## src/common/ntm_pkg.sv

```systemverilog
// Shared constants and types for the matrix inverter peripheral
// The matrix RAM has a fixed pitch of 8 columns, so the largest matrix is 8 by 8
// The state enums carry a prefix because both FSMs share this package

package ntm_pkg;

  //////////////////////////////
  // Sizes
  //////////////////////////////

  // Row pitch of the matrix RAM
  localparam int MAX_COLS  = 8;
  localparam int RAM_DEPTH = 64;
  // Word address width into the RAM
  localparam int ADDR_SIZE = $clog2(RAM_DEPTH);

  //////////////////////////////
  // APB map
  //////////////////////////////

  typedef enum logic [11:0] {
    REG_CTRL   = 12'h000,
    REG_STATUS = 12'h004,
    REG_MODULO = 12'h008,
    REG_SIZE_I = 12'h00C,
    REG_SIZE_J = 12'h010
  } apb_reg_e;

  // Matrix window, element k at base plus 4k
  localparam logic [11:0] WINDOW_BASE = 12'h100;

  //////////////////////////////
  // FSM states
  //////////////////////////////

  typedef enum logic [2:0] {
    ENG_IDLE, ENG_READ, ENG_WAIT_DATA, ENG_INVERT, ENG_WRITE, ENG_NEXT
  } engine_state_e;

  typedef enum logic [1:0] {
    EU_IDLE, EU_REDUCE, EU_FINISH
  } euclid_state_e;

endpackage

```

## src/common/ntm_mem_if.sv

```systemverilog
// One requester's port onto the shared matrix RAM
// The requester holds req, we, addr and wdata steady until gnt
// gnt comes back in the same cycle as req, rdata one cycle after the grant

interface ntm_mem_if #(
  parameter int DATA_SIZE = 16,
  parameter int ADDR_SIZE = ntm_pkg::ADDR_SIZE
);

  // Request side
  logic                 req;
  logic                 we;
  logic [ADDR_SIZE-1:0] addr;
  logic [DATA_SIZE-1:0] wdata;

  // Arbiter side
  logic                 gnt;
  logic [DATA_SIZE-1:0] rdata;

  modport requester (
    output req, we, addr, wdata,
    input  gnt, rdata
  );

  modport arbiter (
    input  req, we, addr, wdata,
    output gnt, rdata
  );

endinterface

```

## src/verilog/ntm_matrix_ram.sv

```systemverilog
// Single-port matrix RAM, 64 words, synchronous read
// Read data is valid one cycle after en
// Contents are undefined until written

module ntm_matrix_ram #(
  parameter int DATA_SIZE = 16
) (
  input  logic                          CLK,
  input  logic                          en,
  input  logic                          we,
  input  logic [ntm_pkg::ADDR_SIZE-1:0] addr,
  input  logic [DATA_SIZE-1:0]          wdata,
  output logic [DATA_SIZE-1:0]          rdata
);

  logic [DATA_SIZE-1:0] mem [ntm_pkg::RAM_DEPTH];

  // Read before write on the same address
  always_ff @(posedge CLK) begin
    if (en) begin
      if (we) begin
        mem[addr] <= wdata;
      end
      rdata <= mem[addr];
    end
  end

endmodule

```

## src/verilog/ntm_mem_arbiter.sv

```systemverilog
// Round-robin arbiter for two requesters onto the single-port RAM
// Grants are combinational, at most one per cycle
// Read data goes only to the requester of the last read

module ntm_mem_arbiter #(
  parameter int DATA_SIZE = 16
) (
  input  logic                          CLK,
  input  logic                          RST,
  ntm_mem_if.arbiter                    host,
  ntm_mem_if.arbiter                    engine,
  output logic                          ram_en,
  output logic                          ram_we,
  output logic [ntm_pkg::ADDR_SIZE-1:0] ram_addr,
  output logic [DATA_SIZE-1:0]          ram_wdata,
  input  logic [DATA_SIZE-1:0]          ram_rdata
);

  // High when the engine held the last grant
  logic last_engine;
  // High when the last read was the engine's
  logic rd_engine;

  // Tie goes to whoever was not granted last
  assign host.gnt   = host.req && (!engine.req || last_engine);
  assign engine.gnt = engine.req && !host.gnt;

  //////////////////////////////
  // RAM mux
  //////////////////////////////

  assign ram_en    = host.gnt || engine.gnt;
  assign ram_we    = host.gnt ? host.we : (engine.gnt && engine.we);
  assign ram_addr  = host.gnt ? host.addr : engine.addr;
  assign ram_wdata = host.gnt ? host.wdata : engine.wdata;

  always_ff @(posedge CLK or posedge RST) begin
    if (RST) begin
      last_engine <= 1'b0;
      rd_engine   <= 1'b0;
    end else if (ram_en) begin
      last_engine <= engine.gnt;
      // Writes leave the read owner alone
      if (!ram_we) begin
        rd_engine <= engine.gnt;
      end
    end
  end

  // Read return routing
  assign host.rdata   = rd_engine ? '0 : ram_rdata;
  assign engine.rdata = rd_engine ? ram_rdata : '0;

  // A requester left waiting wins the next cycle if it still asks
  assert property (@(posedge CLK) disable iff (RST)
                   (host.req && !host.gnt) |=> (!host.req || host.gnt));
  assert property (@(posedge CLK) disable iff (RST)
                   (engine.req && !engine.gnt) |=> (!engine.req || engine.gnt));

endmodule

```

## src/verilog/ntm_apb_regs.sv

```systemverilog
// APB slave for configuration, status and the matrix data window
// Register accesses finish in the first access cycle
// Window accesses stall through pready until the RAM arbiter grants them
// Configuration writes, starts and window accesses are refused while busy

module ntm_apb_regs #(
  parameter int DATA_SIZE = 16
) (
  input  logic                 CLK,
  input  logic                 RST,
  // APB
  input  logic                 psel,
  input  logic                 penable,
  input  logic                 pwrite,
  input  logic [11:0]          paddr,
  input  logic [DATA_SIZE-1:0] pwdata,
  output logic [DATA_SIZE-1:0] prdata,
  output logic                 pready,
  output logic                 pslverr,
  // RAM requester
  ntm_mem_if.requester         mem,
  // Engine
  output logic                 start,
  output logic [DATA_SIZE-1:0] modulo,
  output logic [DATA_SIZE-1:0] size_i,
  output logic [DATA_SIZE-1:0] size_j,
  input  logic                 busy,
  input  logic                 finish,
  input  logic                 no_inverse,
  output logic                 done
);

  //////////////////////////////
  // Decode
  //////////////////////////////

  logic access;
  logic is_window;
  logic cfg_write;
  logic ctrl_start;
  logic start_ok;
  logic rd_pending;
  logic no_inv_q;

  assign access    = psel && penable;
  assign is_window = (paddr[11:8] == ntm_pkg::WINDOW_BASE[11:8]);
  assign cfg_write = access && pwrite && !is_window &&
                     (paddr == ntm_pkg::REG_MODULO || paddr == ntm_pkg::REG_SIZE_I ||
                      paddr == ntm_pkg::REG_SIZE_J);
  assign ctrl_start = access && pwrite && !is_window && paddr == ntm_pkg::REG_CTRL && pwdata[0];

  // Odd modulus of at least 3 and sizes 1 to 8
  assign start_ok = modulo[0] && (modulo >= 3) &&
                    (size_i != 0) && (size_i <= ntm_pkg::MAX_COLS) &&
                    (size_j != 0) && (size_j <= ntm_pkg::MAX_COLS);

  // One-cycle pulse since a register access lasts one cycle
  assign start = ctrl_start && !busy && start_ok;

  assign pslverr = (cfg_write && busy) || (ctrl_start && (busy || !start_ok)) ||
                   (access && is_window && busy);

  // Refused window accesses finish at once
  assign pready = access && (!is_window || busy || (pwrite ? mem.gnt : rd_pending));

  //////////////////////////////
  // Window requests
  //////////////////////////////

  assign mem.req   = access && is_window && !busy && !rd_pending;
  assign mem.we    = pwrite;
  assign mem.addr  = paddr[7:2];
  assign mem.wdata = pwdata;

  // RAM data shows up the cycle after a read grant
  always_ff @(posedge CLK or posedge RST) begin
    if (RST) begin
      rd_pending <= 1'b0;
    end else begin
      rd_pending <= mem.gnt && !mem.we;
    end
  end

  //////////////////////////////
  // Registers
  //////////////////////////////

  always_ff @(posedge CLK or posedge RST) begin
    if (RST) begin
      modulo   <= '0;
      size_i   <= '0;
      size_j   <= '0;
      done     <= 1'b0;
      no_inv_q <= 1'b0;
    end else begin
      if (cfg_write && !busy) begin
        case (paddr)
          ntm_pkg::REG_MODULO: modulo <= pwdata;
          ntm_pkg::REG_SIZE_I: size_i <= pwdata;
          default:             size_j <= pwdata;
        endcase
      end
      // Sticky flags cleared by the next accepted start
      if (start) begin
        done     <= 1'b0;
        no_inv_q <= 1'b0;
      end else if (finish) begin
        done     <= 1'b1;
        no_inv_q <= no_inverse;
      end
    end
  end

  // Read mux where CTRL reads as zero
  always_comb begin
    prdata = '0;
    if (is_window) begin
      prdata = mem.rdata;
    end else begin
      case (paddr)
        ntm_pkg::REG_STATUS: prdata[2:0] = {no_inv_q, done, busy};
        ntm_pkg::REG_MODULO: prdata = modulo;
        ntm_pkg::REG_SIZE_I: prdata = size_i;
        ntm_pkg::REG_SIZE_J: prdata = size_j;
        default:             prdata = '0;
      endcase
    end
  end

  // A granted window read completes one cycle later
  assert property (@(posedge CLK) disable iff (RST) (mem.gnt && !mem.we) |=> pready);

endmodule

```

## src/matrix_inverter/ntm_scalar_inverter.sv

```systemverilog
// Binary extended Euclid modular inverter
// Needs an odd modulus of at least 3
// Latency 2 up to about 2*DATA_SIZE+2 cycles, done pulses once at the end
// No inverse gives result 0 with no_inverse set

module ntm_scalar_inverter #(
  parameter int DATA_SIZE = 16
) (
  input  logic                 CLK,
  input  logic                 RST,
  input  logic                 start,
  input  logic [DATA_SIZE-1:0] operand,
  input  logic [DATA_SIZE-1:0] modulo,
  output logic                 done,
  output logic [DATA_SIZE-1:0] result,
  output logic                 no_inverse
);

  ntm_pkg::euclid_state_e state_q;

  // Invariants u = x1*a and v = x2*a, mod m
  logic [DATA_SIZE-1:0] u_q;
  logic [DATA_SIZE-1:0] v_q;
  logic [DATA_SIZE-1:0] x1_q;
  logic [DATA_SIZE-1:0] x2_q;
  logic [DATA_SIZE-1:0] mod_q;
  logic                 terminal;

  // x/2 mod m, m odd
  function automatic logic [DATA_SIZE-1:0] mod_half(input logic [DATA_SIZE-1:0] x,
                                                    input logic [DATA_SIZE-1:0] m);
    logic [DATA_SIZE:0] sum;
    sum = x[0] ? ({1'b0, x} + {1'b0, m}) : {1'b0, x};
    return sum[DATA_SIZE:1];
  endfunction

  // a-b mod m, both already below m
  function automatic logic [DATA_SIZE-1:0] mod_sub(input logic [DATA_SIZE-1:0] a,
                                                   input logic [DATA_SIZE-1:0] b,
                                                   input logic [DATA_SIZE-1:0] m);
    logic [DATA_SIZE:0] diff;
    diff = (a >= b) ? ({1'b0, a} - {1'b0, b}) : ({1'b0, a} + {1'b0, m} - {1'b0, b});
    return diff[DATA_SIZE-1:0];
  endfunction

  // u hits 0 only when the gcd is above 1
  assign terminal = (u_q == 1) || (v_q == 1) || (u_q == 0);
  assign done     = (state_q == ntm_pkg::EU_FINISH);

  always_ff @(posedge CLK or posedge RST) begin
    if (RST) begin
      state_q    <= ntm_pkg::EU_IDLE;
      no_inverse <= 1'b0;
    end else begin
      case (state_q)
        ntm_pkg::EU_IDLE: if (start) state_q <= ntm_pkg::EU_REDUCE;
        ntm_pkg::EU_REDUCE: begin
          if (terminal) begin
            no_inverse <= (u_q == 0);
            state_q    <= ntm_pkg::EU_FINISH;
          end
        end
        default: state_q <= ntm_pkg::EU_IDLE;
      endcase
    end
  end

  //////////////////////////////
  // Datapath
  //////////////////////////////

  always_ff @(posedge CLK) begin
    if (state_q == ntm_pkg::EU_IDLE && start) begin
      // Reduce first, then v starts at m
      u_q   <= operand % modulo;
      v_q   <= modulo;
      x1_q  <= 1;
      x2_q  <= '0;
      mod_q <= modulo;
    end else if (state_q == ntm_pkg::EU_REDUCE) begin
      if (u_q == 1) begin
        result <= x1_q;
      end else if (v_q == 1) begin
        result <= x2_q;
      end else if (u_q == 0) begin
        result <= '0;
      end else if (!u_q[0]) begin
        u_q  <= u_q >> 1;
        x1_q <= mod_half(x1_q, mod_q);
      end else if (!v_q[0]) begin
        v_q  <= v_q >> 1;
        x2_q <= mod_half(x2_q, mod_q);
      end else if (u_q >= v_q) begin
        // Both odd, difference is even so halve it in the same step
        u_q  <= (u_q - v_q) >> 1;
        x1_q <= mod_half(mod_sub(x1_q, x2_q, mod_q), mod_q);
      end else begin
        v_q  <= (v_q - u_q) >> 1;
        x2_q <= mod_half(mod_sub(x2_q, x1_q, mod_q), mod_q);
      end
    end
  end

  // Even moduli are refused by the register block
  assert property (@(posedge CLK) disable iff (RST) start |-> modulo[0]);

endmodule

```

## src/matrix_inverter/ntm_matrix_inverter.sv

```systemverilog
// Walks the matrix row by row and inverts each element in place
// Modulus and sizes must stay stable while busy
// Sizes are assumed to be 1 to 8, checked before start

module ntm_matrix_inverter #(
  parameter int DATA_SIZE = 16
) (
  input  logic                 CLK,
  input  logic                 RST,
  input  logic                 start,
  input  logic [DATA_SIZE-1:0] modulo,
  input  logic [DATA_SIZE-1:0] size_i,
  input  logic [DATA_SIZE-1:0] size_j,
  output logic                 busy,
  output logic                 finish,
  output logic                 no_inverse,
  ntm_mem_if.requester         mem
);

  ntm_pkg::engine_state_e state_q;

  // Element indices
  logic [3:0] row_q;
  logic [3:0] col_q;
  logic       row_last;
  logic       col_last;

  // Scalar inverter
  logic                 inv_start;
  logic                 inv_done;
  logic                 inv_no_inv;
  logic [DATA_SIZE-1:0] inv_result;
  logic [DATA_SIZE-1:0] result_q;

  assign row_last = (row_q + 4'd1) == size_i;
  assign col_last = (col_q + 4'd1) == size_j;

  //////////////////////////////
  // RAM requests
  //////////////////////////////

  assign mem.req   = (state_q == ntm_pkg::ENG_READ) || (state_q == ntm_pkg::ENG_WRITE);
  assign mem.we    = (state_q == ntm_pkg::ENG_WRITE);
  // Fixed pitch of 8, address is row*8 + col
  assign mem.addr  = {row_q[2:0], col_q[2:0]};
  assign mem.wdata = result_q;

  assign inv_start = (state_q == ntm_pkg::ENG_WAIT_DATA);
  assign busy      = (state_q != ntm_pkg::ENG_IDLE);
  assign finish    = (state_q == ntm_pkg::ENG_NEXT) && row_last && col_last;

  //////////////////////////////
  // FSM
  //////////////////////////////

  always_ff @(posedge CLK or posedge RST) begin
    if (RST) begin
      state_q    <= ntm_pkg::ENG_IDLE;
      row_q      <= '0;
      col_q      <= '0;
      no_inverse <= 1'b0;
    end else begin
      case (state_q)
        ntm_pkg::ENG_IDLE: begin
          if (start) begin
            row_q      <= '0;
            col_q      <= '0;
            no_inverse <= 1'b0;
            state_q    <= ntm_pkg::ENG_READ;
          end
        end
        ntm_pkg::ENG_READ: begin
          if (mem.gnt) state_q <= ntm_pkg::ENG_WAIT_DATA;
        end
        // RAM data valid here, fed straight to the inverter
        ntm_pkg::ENG_WAIT_DATA: state_q <= ntm_pkg::ENG_INVERT;
        ntm_pkg::ENG_INVERT: begin
          if (inv_done) begin
            no_inverse <= no_inverse | inv_no_inv;
            state_q    <= ntm_pkg::ENG_WRITE;
          end
        end
        ntm_pkg::ENG_WRITE: begin
          if (mem.gnt) state_q <= ntm_pkg::ENG_NEXT;
        end
        default: begin
          // Column wraps at size_j, then the row advances
          if (row_last && col_last) begin
            state_q <= ntm_pkg::ENG_IDLE;
          end else begin
            if (col_last) begin
              col_q <= '0;
              row_q <= row_q + 4'd1;
            end else begin
              col_q <= col_q + 4'd1;
            end
            state_q <= ntm_pkg::ENG_READ;
          end
        end
      endcase
    end
  end

  // Write-back value
  always_ff @(posedge CLK) begin
    if (state_q == ntm_pkg::ENG_INVERT && inv_done) result_q <= inv_result;
  end

  ntm_scalar_inverter #(.DATA_SIZE(DATA_SIZE)) scalar_inverter (
    .CLK(CLK), .RST(RST),
    .start(inv_start), .operand(mem.rdata), .modulo(modulo),
    .done(inv_done), .result(inv_result), .no_inverse(inv_no_inv)
  );

  assert property (@(posedge CLK) disable iff (RST) busy |-> (col_q < ntm_pkg::MAX_COLS));

endmodule

```

## src/verilog/ntm_inverter_top.sv

```systemverilog
// Matrix modular inverter peripheral, APB slave on plain ports
// paddr is 12 bits, registers below 0x100, matrix window from 0x100
// done follows the STATUS done bit

module ntm_inverter_top #(
  parameter int DATA_SIZE = 16
) (
  input  logic                 CLK,
  input  logic                 RST,
  input  logic                 psel,
  input  logic                 penable,
  input  logic                 pwrite,
  input  logic [11:0]          paddr,
  input  logic [DATA_SIZE-1:0] pwdata,
  output logic [DATA_SIZE-1:0] prdata,
  output logic                 pready,
  output logic                 pslverr,
  output logic                 done
);

  // Engine control
  logic                 start;
  logic                 busy;
  logic                 finish;
  logic                 no_inverse;
  logic [DATA_SIZE-1:0] modulo;
  logic [DATA_SIZE-1:0] size_i;
  logic [DATA_SIZE-1:0] size_j;

  // RAM port
  logic                          ram_en;
  logic                          ram_we;
  logic [ntm_pkg::ADDR_SIZE-1:0] ram_addr;
  logic [DATA_SIZE-1:0]          ram_wdata;
  logic [DATA_SIZE-1:0]          ram_rdata;

  ntm_mem_if #(.DATA_SIZE(DATA_SIZE), .ADDR_SIZE(ntm_pkg::ADDR_SIZE)) host_mem ();
  ntm_mem_if #(.DATA_SIZE(DATA_SIZE), .ADDR_SIZE(ntm_pkg::ADDR_SIZE)) engine_mem ();

  ntm_apb_regs #(.DATA_SIZE(DATA_SIZE)) apb_regs (
    .CLK(CLK), .RST(RST),
    .psel(psel), .penable(penable), .pwrite(pwrite), .paddr(paddr),
    .pwdata(pwdata), .prdata(prdata), .pready(pready), .pslverr(pslverr),
    .mem(host_mem.requester),
    .start(start), .modulo(modulo), .size_i(size_i), .size_j(size_j),
    .busy(busy), .finish(finish), .no_inverse(no_inverse), .done(done)
  );

  ntm_matrix_inverter #(.DATA_SIZE(DATA_SIZE)) matrix_inverter (
    .CLK(CLK), .RST(RST),
    .start(start), .modulo(modulo), .size_i(size_i), .size_j(size_j),
    .busy(busy), .finish(finish), .no_inverse(no_inverse),
    .mem(engine_mem.requester)
  );

  ntm_mem_arbiter #(.DATA_SIZE(DATA_SIZE)) mem_arbiter (
    .CLK(CLK), .RST(RST),
    .host(host_mem.arbiter), .engine(engine_mem.arbiter),
    .ram_en(ram_en), .ram_we(ram_we), .ram_addr(ram_addr),
    .ram_wdata(ram_wdata), .ram_rdata(ram_rdata)
  );

  ntm_matrix_ram #(.DATA_SIZE(DATA_SIZE)) matrix_ram (
    .CLK(CLK), .en(ram_en), .we(ram_we), .addr(ram_addr),
    .wdata(ram_wdata), .rdata(ram_rdata)
  );

endmodule

```

## config.mk

```make
export PLATFORM = sky130hd
export DESIGN_NAME = ntm_inverter_top
export DESIGN_NICKNAME = d
export VERILOG_FILES = /design/src/common/ntm_pkg.sv /design/src/common/ntm_mem_if.sv /design/src/verilog/ntm_matrix_ram.sv /design/src/verilog/ntm_mem_arbiter.sv /design/src/verilog/ntm_apb_regs.sv /design/src/matrix_inverter/ntm_scalar_inverter.sv /design/src/matrix_inverter/ntm_matrix_inverter.sv /design/src/verilog/ntm_inverter_top.sv
export SDC_FILE = /design/constraint.sdc
export NUM_CORES = 2
export LEC_CHECK = 0
export ABC_AREA = 1
export BUFFER_PORTS_ARGS = -buffer_cell sky130_fd_sc_hd__clkbuf_2
export CAP_MARGIN = 40
export CORE_AREA = 2 2 295 356
export CTS_BUF_LIST = sky130_fd_sc_hd__clkbuf_2 sky130_fd_sc_hd__clkbuf_4 sky130_fd_sc_hd__clkbuf_8
export DETAILED_ROUTE_END_ITERATION = 12
export DIE_AREA = 0 0 297 358
export GPL_TIMING_DRIVEN = 1
export PLACE_DENSITY = 0.85
export SLEW_MARGIN = 20
export SYNTH_ARGS = -nofsm -noshare
export SYNTH_HDL_FRONTEND = slang
export SYNTH_SLANG_ARGS = --single-unit
```

## constraint.sdc

```tcl
create_clock -name CLK -period 68.7 [get_ports CLK]
set_input_delay 17.175 -clock CLK [delete_from_list [all_inputs] [get_ports CLK]]
set_output_delay 17.175 -clock CLK [all_outputs]
set_load 0.01 [all_outputs]
```

==> qor.yml <==
outcome: "finished clean"
area_growth_pct: 9.985
setup_viol_count_final: 0
cts_max_level: 4
syn_area_um2: 61280
synth_cell_types: 74
dp_hpwl_um: 115100
timing.rr.end: "matrix_inverter.scalar_inverter.u_q[13]"
dr.pass1.iters: 9
ant_nets: 0
setup_tns_ps: 0
gp_congestion: 0.9849
io_pins: 52
worstPathCellList: "clkbuf_2 -> nor4_1 -> clkdlybuf4s15_2 -> nand3_1 -> o22ai_1 -> a221oi_1 -> nand2_1 -> clkbuf_2"
ctsResizeCount: 0
period_needed_ps: 36830
hold_violations: 0
timing.critical_path.slowest_stage_cell: "nand3_1"
synth_area_leader_cell: "edfxtp_1"
drt-initial-drc-count: 5884
ff2ff_setup_slack_ps: 38940
slowest_delay_ps: 570
route.detailed.drc: 0
timing.fmax_mhz: 27.15
synth_top_cell_area_share_pct: 54.89
num_vias: 46760
r2r_cells: 207
cts-root-buf: "clkbuf_8"
crit_arrival_ps: 19660
grt_antenna_before_repair: 5
nNetsFinal: 6118
wl_per_cell_um: 24.29
utilization_pct: 65.65
fin_crit_sh_pct: 53.61
die_h_um: 358
clk_pin_slew_ps: 50
cap_violations: 0
design_area_um2: 67390
max-slew-margin-rel_pct: 19.55
hold_path_end: "matrix_inverter.mem.wdata[15]"
finalPower_mw: 1.385
yosysMostFrequentCell: "edfxtp_1"
synth-seq-cells: 1219
cts_hold_buf: 0
synthTopCellsByCount: "edfxtp_1, nand2_1, inv_1"
io_buffer_count: 51
cp_max_fo: 15
grt_overflow_total: 0
cp-end-kind: "primary output"
critical_path_class: "input port to primary output"
fp-row-count: 129
post_cts_buffers: 0
clock-skew-final_ps: 44.47
power_density_nw_per_um2: 20.55
drive_gt1_share_pct: 11.16
worstMarginPinSlew_ps: 1207
async_flop_share_pct: 5.496
grt_first_pass_wirelength_um: 265900
avgSynthCellArea_um2: 10.93
crit_path_start_kind: "input port"
path_common_cell: "clkbuf_2"
worstHoldStart: "matrix_inverter.scalar_inverter.result[15]"
cp.required_ps: 51530
yosysWarnings: 0
synth-main-ff-cell: "edfxtp_1"
grt_pass1_vias: 46110
p_leak_nw: 28.54
cts_buffers: 182
synth_fp_nets: 5944
cts_tree: "done"
peakVddDrop_mv: 0.02437
hold_path.class: "flip-flop to flip-flop"
viasPerCell: 6.408
core_region_area_um2: 102700
routed_wl_um: 177200
synth_area_leaders: "edfxtp_1, ha_1, nand2_1, a22oi_1, inv_1"
die_x_um: 297
placed_cell_area_um2: 63740
syn_inst: 5605
dieArea_um2: 106300
yosysSeqAreaShare_pct: 58.67
grt.total_usage_pct: 32.90
maxSlewViolCount: 0
whs_path_depth: 0
grt_max_degree: 130
rr_startpoint: "apb_regs.modulo[13]"
rsz0062_at_grt: "false"
start_util_pct: 59.69
synth_edf_count: 1120
cts_num_sinks: 1219
cts_buffer_depth: 3
clk-insertion-delay-late_ps: 890
[routing by layer]
metal / up-vias / part of all wire (%) / track usage, %
met2: 3183 / 47 / 54.40
met4: 6 / 6.9 / 22.11
met3: 702 / 11 / 6.507
met5: - / 0.027 / 0
met1: 22000 / 35 / 39.39
li1: 20870 / - / -
[worst max path at each step]
stage / start / end / cells after the start
floorplan: paddr[8] / prdata[10] / 6
global placement: paddr[8] / prdata[0] / 7
detailed placement: paddr[8] / prdata[0] / 8
CTS: paddr[8] / prdata[0] / 8
global route: paddr[8] / prdata[0] / 8
finish: paddr[8] / prdata[0] / 8
[where the power goes]
part / leakage [nW] / switching [mW] / internal [mW]
Sequential: 13.4 / 0.0000000207 / 0.798
Clock: 1.89 / 0.282 / 0.300
Combinational: 13.3 / 0.00343 / 0.00111
[metrics by stage]
stage | instances | hold WS [ps] | worst slack, ps
after floorplan | 5605 | 400.3 | 32630
after global placement | 6942 | 401.5 | 31480
after detailed placement | 6963 | 405.4 | 31910
after CTS | 7290 | 418.9 | 31910
after global routing | 7298 | 422.5 | 31710
final | 7298 | 421.1 | 31870
[area by class of cell]
class                           count  area, um2
Inverter                          540       2032
Clock buffer                      252       3087
Timing Repair Buffer              201       1563
Tap cell                         1375       1720
Multi-Input combinational cell   3635      22560
Antenna cell                        1      2.502
Fill cell                        7355      35260
Sequential cell                  1219      35950
Clock inverter                     75      479.2
[layout by cell type (no fill, tap or decap), types with 20 or more instances in the layout]
master	Yosys	layout
or2_2	46	46
edfxtp_1	1120	1120
o211ai_1	27	27
clkinv_1	8	49
clkbuf_8	0	191
xor2_1	123	123
a21oi_1	299	299
a41oi_1	27	27
dfxtp_1	32	32
xnor2_1	49	49
nand4_1	127	127
o21bai_1	23	23
inv_1	511	510
dfrtp_1	67	67
a22oi_1	420	420
a221oi_1	49	49
nor3_1	43	38
nand2_1	948	947
nand2_2	21	22
clkbuf_4	0	61
clkbuf_2	0	51
o2111ai_1	24	24
a22o_1	33	33
nor2_1	263	262
inv_2	19	20
buf_4	14	126
nand3_1	228	228
ha_1	295	295
a21o_1	20	20
o21ai_0	334	317
[worst max-delay path, delay by kind of cell]
| family | cells | cell delay [ps] |
|---|---|---|
| compound gates | 2 | 530 |
| simple gates | 3 | 1340 |
| buf+inv | 3 | 610 |
[logic make-up (layout without fill, tap and decap cells)]
kind of cell / Yosys count / in the layout / share of synthesized area (%)
AND/OR/NAND/NOR: 1762 / 1762 / 12.70
AO/OA/AOI/OAI: 1394 / 1394 / 14.82
flip-flops: 1219 / 1219 / 58.67
buffers and inverters: 751 / 1068 / 4.958
adder cells (fa/ha/maj): 306 / 306 / 6.383
XOR/XNOR: 172 / 172 / 2.458
multiplexers: 1 / 1 / 0.01634
other: 0 / 1 / 0
[flip-flops by register name, indices dropped and copies added (netlist names), 3 cells and up]
signal / flops
apb_regs.modulo: 16
apb_regs.size_i: 16
apb_regs.size_j: 16
matrix_inverter.col_q: 4
matrix_inverter.mem.wdata: 16
matrix_inverter.row_q: 4
matrix_inverter.scalar_inverter.mod_q: 16
matrix_inverter.scalar_inverter.result: 16
matrix_inverter.scalar_inverter.u_q: 16
matrix_inverter.scalar_inverter.v_q: 16
matrix_inverter.scalar_inverter.x1_q: 16
matrix_inverter.scalar_inverter.x2_q: 16
matrix_inverter.state_q: 3
matrix_ram.mem: 1024
matrix_ram.rdata: 16
Note: power is estimated with default switching activity, not from simulation.
